[src/hw/cpuDmaPkg.sv]
// bus master package: synchronizer depth, sequencer state, port size and half select types
package cpuDmaPkg;

    // flops in each input synchronizer chain
    localparam int unsigned syncDepth = 2;

    // sequencer states
    typedef enum logic [2:0] {
        Idle    = 3'd0,     // waiting for a transfer request
        Request = 3'd1,     // BREQ out, waiting for grant
        Own     = 3'd2,     // BGACK taken
        Address = 3'd3,     // address strobe phase
        Data    = 3'd4,     // data strobe until termination
        Finish  = 3'd5,     // strobes off, wait for termination release
        Release = 3'd6      // BGACK dropped
    } seqState;

    // port width reported by the termination
    typedef enum logic {
        Port32 = 1'b0,      // STERM_ or both DSACKs
        Port16 = 1'b1       // DSACK1_ alone
    } portSize;

    // which half of the long word is on the bus
    typedef enum logic {
        UpperHalf = 1'b0,   // first cycle, also whole long word on a 32-bit port
        LowerHalf = 1'b1    // second cycle on a 16-bit port
    } halfSel;

endpackage

[src/hw/dmaCtlIf.sv]
// interface with synchronized request and termination levels for the sequencer
interface dmaCtlIf;

    logic                 bgrant;     // bus grant, active high
    logic                 dmaEna;
    logic                 dreq;       // transfer request, active high
    logic                 flush;
    logic                 busFree;    // AS_ and BGACK_I_ both released
    logic                 cycleDone;  // any termination seen
    cpuDmaPkg::portSize   size;

    modport syncSide (
        output bgrant,
        output dmaEna,
        output dreq,
        output flush,
        output busFree,
        output cycleDone,
        output size
    );

    modport seqSide (
        input bgrant,
        input dmaEna,
        input dreq,
        input flush,
        input busFree,
        input cycleDone,
        input size
    );

endinterface

[src/hw/dmaStrobeIf.sv]
// interface with next-cycle control strobes from the sequencer to the output registers
interface dmaStrobeIf;

    logic breq;
    logic bgack;
    logic pas;
    logic pds;
    logic size1;
    logic f2cpuL;     // FIFO low word onto bus
    logic f2cpuH;     // FIFO high word onto bus
    logic plLw;       // latch low word from bus
    logic plHw;       // latch high word from bus
    logic incFifo;
    logic decFifo;
    logic stopFlush;

    modport seqSide (
        output breq, bgack, pas, pds, size1,
        output f2cpuL, f2cpuH, plLw, plHw,
        output incFifo, decFifo, stopFlush
    );

    modport driveSide (
        input breq, bgack, pas, pds, size1,
        input f2cpuL, f2cpuH, plLw, plHw,
        input incFifo, decFifo, stopFlush
    );

endinterface

[src/hw/cpuBusDrive.sv]
// registered output stage for bus and FIFO control strobes
module cpuBusDrive (
    input  logic          CLK135,
    input  logic          CCRESET_,
    dmaStrobeIf.driveSide strb,
    output logic          BREQ,
    output logic          BGACK,
    output logic          PAS,
    output logic          PDS,
    output logic          SIZE1,
    output logic          F2CPUL,
    output logic          F2CPUH,
    output logic          PLLW,
    output logic          PLHW,
    output logic          INCFIFO,
    output logic          DECFIFO,
    output logic          STOPFLUSH
);

    // every strobe leaves from a flop, so no decode glitches reach the bus
    always_ff @(posedge CLK135 or negedge CCRESET_) begin
        if (!CCRESET_) begin
            BREQ      <= 1'b0;
            BGACK     <= 1'b0;
            PAS       <= 1'b0;
            PDS       <= 1'b0;
            SIZE1     <= 1'b0;
            F2CPUL    <= 1'b0;
            F2CPUH    <= 1'b0;
            PLLW      <= 1'b0;
            PLHW      <= 1'b0;
            INCFIFO   <= 1'b0;
            DECFIFO   <= 1'b0;
            STOPFLUSH <= 1'b0;
        end else begin
            BREQ      <= strb.breq;
            BGACK     <= strb.bgack;
            PAS       <= strb.pas;
            PDS       <= strb.pds;
            SIZE1     <= strb.size1;
            F2CPUL    <= strb.f2cpuL;
            F2CPUH    <= strb.f2cpuH;
            PLLW      <= strb.plLw;
            PLHW      <= strb.plHw;
            INCFIFO   <= strb.incFifo;      // one pulse per long word
            DECFIFO   <= strb.decFifo;
            STOPFLUSH <= strb.stopFlush;
        end
    end

endmodule

[src/hw/cpuBusSequencer.sv]
// arbitration and transfer-cycle FSM with 16-bit half tracking and strobe decode
module cpuBusSequencer (
    input  logic        CLK135,
    input  logic        CCRESET_,
    input  logic        DMADIR,         // high: FIFO to memory
    input  logic        FIFOEMPTY,
    input  logic        FIFOFULL,
    dmaCtlIf.seqSide    ctl,
    dmaStrobeIf.seqSide strb
);

    cpuDmaPkg::seqState state;
    cpuDmaPkg::seqState stateNext;
    cpuDmaPkg::halfSel  half;
    cpuDmaPkg::halfSel  halfNext;

    logic fifoOk;
    logic canRun;
    logic busCycle;
    logic termNow;
    logic wordDone;
    logic upper;

    assign fifoOk   = DMADIR ? !FIFOEMPTY : !FIFOFULL;      // room or data for one word
    assign canRun   = ctl.dmaEna && ctl.dreq && fifoOk && !ctl.flush;
    assign upper    = (half == cpuDmaPkg::UpperHalf);
    assign busCycle = (state == cpuDmaPkg::Address) || (state == cpuDmaPkg::Data);
    assign termNow  = (state == cpuDmaPkg::Data) && ctl.cycleDone;

    // long word complete after this termination
    assign wordDone = !upper || (ctl.size == cpuDmaPkg::Port32);

    always_ff @(posedge CLK135 or negedge CCRESET_) begin
        if (!CCRESET_) begin
            state <= cpuDmaPkg::Idle;
            half  <= cpuDmaPkg::UpperHalf;
        end else begin
            state <= stateNext;
            half  <= halfNext;
        end
    end

    always_comb begin
        stateNext = state;
        halfNext  = half;
        case (state)
            cpuDmaPkg::Idle: begin
                if (canRun) begin
                    stateNext = cpuDmaPkg::Request;
                end
            end
            cpuDmaPkg::Request: begin
                if (!canRun) begin
                    stateNext = cpuDmaPkg::Idle;                // request withdrawn
                end else if (ctl.bgrant && ctl.busFree) begin
                    stateNext = cpuDmaPkg::Own;
                end
            end
            cpuDmaPkg::Own: begin
                stateNext = cpuDmaPkg::Address;
            end
            cpuDmaPkg::Address: begin
                stateNext = cpuDmaPkg::Data;
            end
            cpuDmaPkg::Data: begin
                if (ctl.cycleDone) begin
                    stateNext = cpuDmaPkg::Finish;
                    halfNext  = wordDone ? cpuDmaPkg::UpperHalf : cpuDmaPkg::LowerHalf;
                end
            end
            cpuDmaPkg::Finish: begin
                // hold until the slave has let go of its termination
                if (!ctl.cycleDone) begin
                    if (!upper || canRun) begin
                        stateNext = cpuDmaPkg::Address;         // lower half or next word
                    end else begin
                        stateNext = cpuDmaPkg::Release;
                    end
                end
            end
            cpuDmaPkg::Release: begin
                stateNext = cpuDmaPkg::Idle;
            end
            default: begin
                stateNext = cpuDmaPkg::Idle;
            end
        endcase
    end

    // next values, registered in the drive stage
    assign strb.breq   = (state == cpuDmaPkg::Request);
    assign strb.bgack  = (state == cpuDmaPkg::Own) || busCycle ||
                         (state == cpuDmaPkg::Finish);
    assign strb.pas    = busCycle;
    assign strb.pds    = (state == cpuDmaPkg::Data);
    assign strb.size1  = busCycle && !upper;                    // word-sized second cycle

    // write side data enables follow PAS
    assign strb.f2cpuH = DMADIR && busCycle && upper;
    assign strb.f2cpuL = DMADIR && busCycle;

    // read side latches while data is still valid
    assign strb.plHw   = !DMADIR && termNow && upper;
    assign strb.plLw   = !DMADIR && termNow && wordDone;

    assign strb.incFifo = !DMADIR && termNow && wordDone;
    assign strb.decFifo = DMADIR && termNow && wordDone;

    assign strb.stopFlush = (state == cpuDmaPkg::Idle) && ctl.flush && FIFOEMPTY;

endmodule

[src/hw/cpuBusSync.sv]
// input synchronizers with termination decode for the CPU bus master
module cpuBusSync (
    input  logic        CLK135,
    input  logic        CCRESET_,
    input  logic        aBGRANT_,
    input  logic        aDMAENA,
    input  logic        aDREQ_,
    input  logic        aFLUSHFIFO,
    input  logic        AS_,
    input  logic        BGACK_I_,
    input  logic        DSACK0_,
    input  logic        DSACK1_,
    input  logic        STERM_,
    dmaCtlIf.syncSide   ctl
);

    logic       doneRaw;
    logic       sizeRaw;
    logic [6:0] rawIn;                              // all active high, zero when idle
    logic [6:0] syncReg [cpuDmaPkg::syncDepth];

    // decode before the chain so size and done arrive together
    assign doneRaw = !STERM_ || !DSACK0_ || !DSACK1_;
    assign sizeRaw = STERM_ && DSACK0_ && !DSACK1_;  // word port answers on DSACK1_ only

    assign rawIn = {
        sizeRaw,
        doneRaw,
        AS_ && BGACK_I_,                            // nobody else owns the bus
        aFLUSHFIFO,
        !aDREQ_,
        aDMAENA,
        !aBGRANT_
    };

    always_ff @(posedge CLK135 or negedge CCRESET_) begin
        if (!CCRESET_) begin
            for (int i = 0; i < cpuDmaPkg::syncDepth; i++) begin
                syncReg[i] <= '0;
            end
        end else begin
            syncReg[0] <= rawIn;
            for (int i = 1; i < cpuDmaPkg::syncDepth; i++) begin
                syncReg[i] <= syncReg[i-1];
            end
        end
    end

    assign ctl.bgrant    = syncReg[cpuDmaPkg::syncDepth-1][0];
    assign ctl.dmaEna    = syncReg[cpuDmaPkg::syncDepth-1][1];
    assign ctl.dreq      = syncReg[cpuDmaPkg::syncDepth-1][2];
    assign ctl.flush     = syncReg[cpuDmaPkg::syncDepth-1][3];
    assign ctl.busFree   = syncReg[cpuDmaPkg::syncDepth-1][4];
    assign ctl.cycleDone = syncReg[cpuDmaPkg::syncDepth-1][5];
    assign ctl.size      = cpuDmaPkg::portSize'(syncReg[cpuDmaPkg::syncDepth-1][6]);

endmodule

[src/hw/cpuDmaTop.sv]
// top level of the DMA CPU bus master joining sync, sequencer and drive stages
module cpuDmaTop (
    input  logic CLK135,
    input  logic CCRESET_,
    input  logic aBGRANT_,
    input  logic aDMAENA,
    input  logic aDREQ_,
    input  logic aFLUSHFIFO,
    input  logic AS_,
    input  logic BGACK_I_,
    input  logic DSACK0_,
    input  logic DSACK1_,
    input  logic STERM_,
    input  logic DMADIR,
    input  logic FIFOEMPTY,
    input  logic FIFOFULL,
    output logic BREQ,
    output logic BGACK,
    output logic PAS,
    output logic PDS,
    output logic SIZE1,
    output logic F2CPUL,
    output logic F2CPUH,
    output logic PLLW,
    output logic PLHW,
    output logic INCFIFO,
    output logic DECFIFO,
    output logic STOPFLUSH
);

    dmaCtlIf    ctl ();     // synchronized levels
    dmaStrobeIf strb ();    // next-cycle strobes

    cpuBusSync uBusSync (
        .CLK135     (CLK135),
        .CCRESET_   (CCRESET_),
        .aBGRANT_   (aBGRANT_),
        .aDMAENA    (aDMAENA),
        .aDREQ_     (aDREQ_),
        .aFLUSHFIFO (aFLUSHFIFO),
        .AS_        (AS_),
        .BGACK_I_   (BGACK_I_),
        .DSACK0_    (DSACK0_),
        .DSACK1_    (DSACK1_),
        .STERM_     (STERM_),
        .ctl        (ctl.syncSide)
    );

    cpuBusSequencer uBusSequencer (
        .CLK135     (CLK135),
        .CCRESET_   (CCRESET_),
        .DMADIR     (DMADIR),
        .FIFOEMPTY  (FIFOEMPTY),
        .FIFOFULL   (FIFOFULL),
        .ctl        (ctl.seqSide),
        .strb       (strb.seqSide)
    );

    cpuBusDrive uBusDrive (
        .CLK135     (CLK135),
        .CCRESET_   (CCRESET_),
        .strb       (strb.driveSide),
        .BREQ       (BREQ),
        .BGACK      (BGACK),
        .PAS        (PAS),
        .PDS        (PDS),
        .SIZE1      (SIZE1),
        .F2CPUL     (F2CPUL),
        .F2CPUH     (F2CPUH),
        .PLLW       (PLLW),
        .PLHW       (PLHW),
        .INCFIFO    (INCFIFO),
        .DECFIFO    (DECFIFO),
        .STOPFLUSH  (STOPFLUSH)
    );

endmodule

[config.mk]
export PLATFORM = sky130hd
export DESIGN_NAME = cpuDmaTop
export DESIGN_NICKNAME = d
export VERILOG_FILES = /design/src/hw/cpuDmaPkg.sv /design/src/hw/dmaCtlIf.sv /design/src/hw/dmaStrobeIf.sv /design/src/hw/cpuBusDrive.sv /design/src/hw/cpuBusSequencer.sv /design/src/hw/cpuBusSync.sv /design/src/hw/cpuDmaTop.sv
export SDC_FILE = /design/constraint.sdc
export NUM_CORES = 1
export LEC_CHECK = 0
export BUFFER_PORTS_ARGS = -buffer_cell sky130_fd_sc_hd__buf_2
export CAP_MARGIN = 20
export CORE_MARGIN = 1
export CORE_UTILIZATION = 48
export DETAILED_ROUTE_END_ITERATION = 10
export PLACE_DENSITY = 0.73
export SLEW_MARGIN = 10
export SYNTH_ARGS = -nofsm -noshare
export SYNTH_HDL_FRONTEND = slang
export SYNTH_SLANG_ARGS = --single-unit
[constraint.sdc]
create_clock -name CLK135 -period 1.8 [get_ports CLK135]
set_clock_uncertainty 0.1 [all_clocks]
set_input_delay 0.18 -clock CLK135 [delete_from_list [all_inputs] [get_ports CLK135]]
set_output_delay 0.18 -clock CLK135 [all_outputs]
set_load 0.02 [all_outputs]
==> out/metrics.cfg <==
[route]
dr.pass1.iters=4
num_vias=692
vias_per_cell=4.806
drc=0
avgRoutedWirePerCell_um=11.78
wl_um=1696
ant_nets=0
drtIter0Drc=22

[timing]
setup_violations=0
worst_pin_slew_ns=0.5950
period_share_pct=81.74
slew_headroom_pct=60.33
grt_setup_unrepaired=no
hold_ws_ns=0.1884
slew_violations=0
fin_setup_tns_ns=0
period_minus_slack_ns=1.471
max_freq_mhz=679.7
hold_violations=0

[clock_network]
clock_path_buffers=2
numCtsBuffers=5
clockRootBuffer=clkbuf_4
cts_tree=yes
h-tree-depth=2
clk_latency_ns=0.32
path_clk_slew_ns=0.09
cts.sinks=29
cts_resized=0

[place]
place.gp.congestion=0.7388
placed_cells=123
placed_area_um2=1175
hpwlAfterDp_um=1080
io_buffers=25

[setup_path]
crit_path_max_incr_delay_ns=0.55
cp_num_buf_inv=0
cp-end-kind=flip-flop
timing.rr.start=uBusSequencer.state[2]
path_cells=nor3b_4, nand2_2, mux2_4
crit_type=reg -> reg
start_kind=flip-flop
cp_data_required_time_ns=1.91
crit_family=flip-flops
rr_worst_depth=3
cp_data_arrival_time_ns=1.58
critPathMaxFanout=11
regToRegSetupSlack_ns=0.33
r2r-end=uBusSequencer.half
worst_path_max_delay_cell=dfrtp_1

[synthesis]
yosysMostFrequentCell=dfrtp_1
async_flop_share_pct=100.0
synthDistinctLibCells=29
ys_top_cells_by_count=29 x dfrtp_1, 4 x inv_1, 4 x nand2_1
synthFlopType=dfrtp_1
synth_enable_flop_cells=0
synth_area_per_cell_um2=13.96
yosysSeqAreaShare_pct=69.30
syn_nets=89
ys_seq_elements=29
yosysTopAreaCellShare_pct=69.30
netlist_area_um2=1047
synth.largest_area_cell=dfrtp_1
ys_warn_count=0
netlist_instances=75
synth_area_leaders=dfrtp_1 69%, mux2_4 2.9%, nor3b_1 2.2%, and2_1 1.8%, nor3b_4 1.8%

[grt]
grt_max_degree=30
antenna_found_initial=0
grt-ovfl-total=0
grt_pass1_wl_um=2967
grt_use_total_pct=17.79
grt_pass1_vias=693

[finish]
top_regs=uBusSync.syncReg (7), uBusSequencer.state (3)
fin_util_pct=67.75
final_layout_size_suffix_gt1_share_pct=31.62
antenna_cells=0
top_register=uBusSync.syncReg
nets=130
fin_cells=144
largest_reg_flops=7
syn2layout_area_growth_pct=29.51
postLayoutCellArea_um2=1356

[run]
max_cap_viol_count=0

[floorplan]
die_x_um=48.71
die_area_um2=2373
start_util_pct=52.31
coreArea_um2=2002
pin_count=26
rows=16
die_y_um=48.71

[power_and_ir_drop]
power_density_nw_per_um2=1127
vdd_drop_max_mv=0.6863
leakage_nw=0.6814

[min_path]
hold_path_class=in -> reg
hp-start=FIFOFULL
hold_path_end=uBusSequencer.state[2]
holdPathStages=4

[outcome]
status=finished, final reports clean

==> worst min-delay path, stage by stage <==
cell and delay, ns:
buf_2 0.08, mux2_4 0.15, o211ai_1 0.09, nand3b_1 0.08
==> where the power goes <==
part           switching, mW  internal (mW)
logic                  0.188          0.161
registers             0.0777          0.741
clock network          0.212          0.148
total                  0.478           1.05
==> stage by stage <==
step | total power, mW | setup WS, ns
floorplan | 1.063 | 0.4797
global placement | 1.148 | 0.4362
detailed placement | 1.161 | 0.3652
CTS | 1.543 | 0.3438
global route | 1.621 | 0.2789
finish | 1.528 | 0.3287
==> area by class of cell <==
class	count	area [um^2]
inverters	4	15.01
well taps	27	33.78
fillers	153	645.6
repair buffers	38	255.2
multi-input cells	38	275.3
clock buffers	6	41.29
clock inverters	2	10.01
flip-flops and latches	29	725.7
==> logic make-up (layout without fill, tap and decap cells) <==
group	after synthesis	after routing	share of synthesized area, %
DFF	29	29	69.30
and+or+nand+nor	27	27	16.73
AOI/OAI and AO/OA	8	8	5.854
buffers and inverters	8	50	4.419
muxes	2	2	2.867
xor gates and xnor gates	1	1	0.8365
==> how the worst max path moves through the flow <==
stage                            from            endpoint  slack, ns  cells after the start
5_1_grt        uBusSequencer.state[2]  uBusSequencer.half       0.28                      3
4_1_cts        uBusSequencer.state[2]  uBusSequencer.half       0.34                      3
6_report       uBusSequencer.state[2]  uBusSequencer.half       0.33                      3
2_1_floorplan  uBusSequencer.state[1]  uBusSequencer.half       0.48                      4
3_3_place_gp   uBusSequencer.state[2]  uBusSequencer.half       0.44                      3
3_5_place_dp   uBusSequencer.state[2]  uBusSequencer.half       0.37                      3
==> cell usage in the layout (no fill, tap or decap), drive strengths merged <==
master,n
inv,4
nor3,2
a311o,1
nor2b,2
nor4,2
nand4b,1
nand3b,2
nand3,1
nor3b,4
or2b,1
clkinv,2
mux2,2
and3b,1
a21oi,1
nor2,2
xor2,1
and3,1
nand2,5
dfrtp,29
o22ai,2
and2,3
o211ai,1
buf,25
o21ai,2
clkbuf,6
dlygate4sd3,13
o211a,1
==> layer usage <==
layer / track usage [%] / vias up / part of all wire, %
met5: 0 / - / 0
met4: 9.804 / 0 / 1.8
met3: 10.38 / 4 / 7.7
met2: 27.08 / 33 / 47
met1: 19.32 / 322 / 44
li1: - / 333 / -
==> what timing repair did <==
item	CTS	global route
hold endpoints to repair	39	0
buffers inserted	0	0
hold buffers	13	0
(Power assumes the default switching activity.)
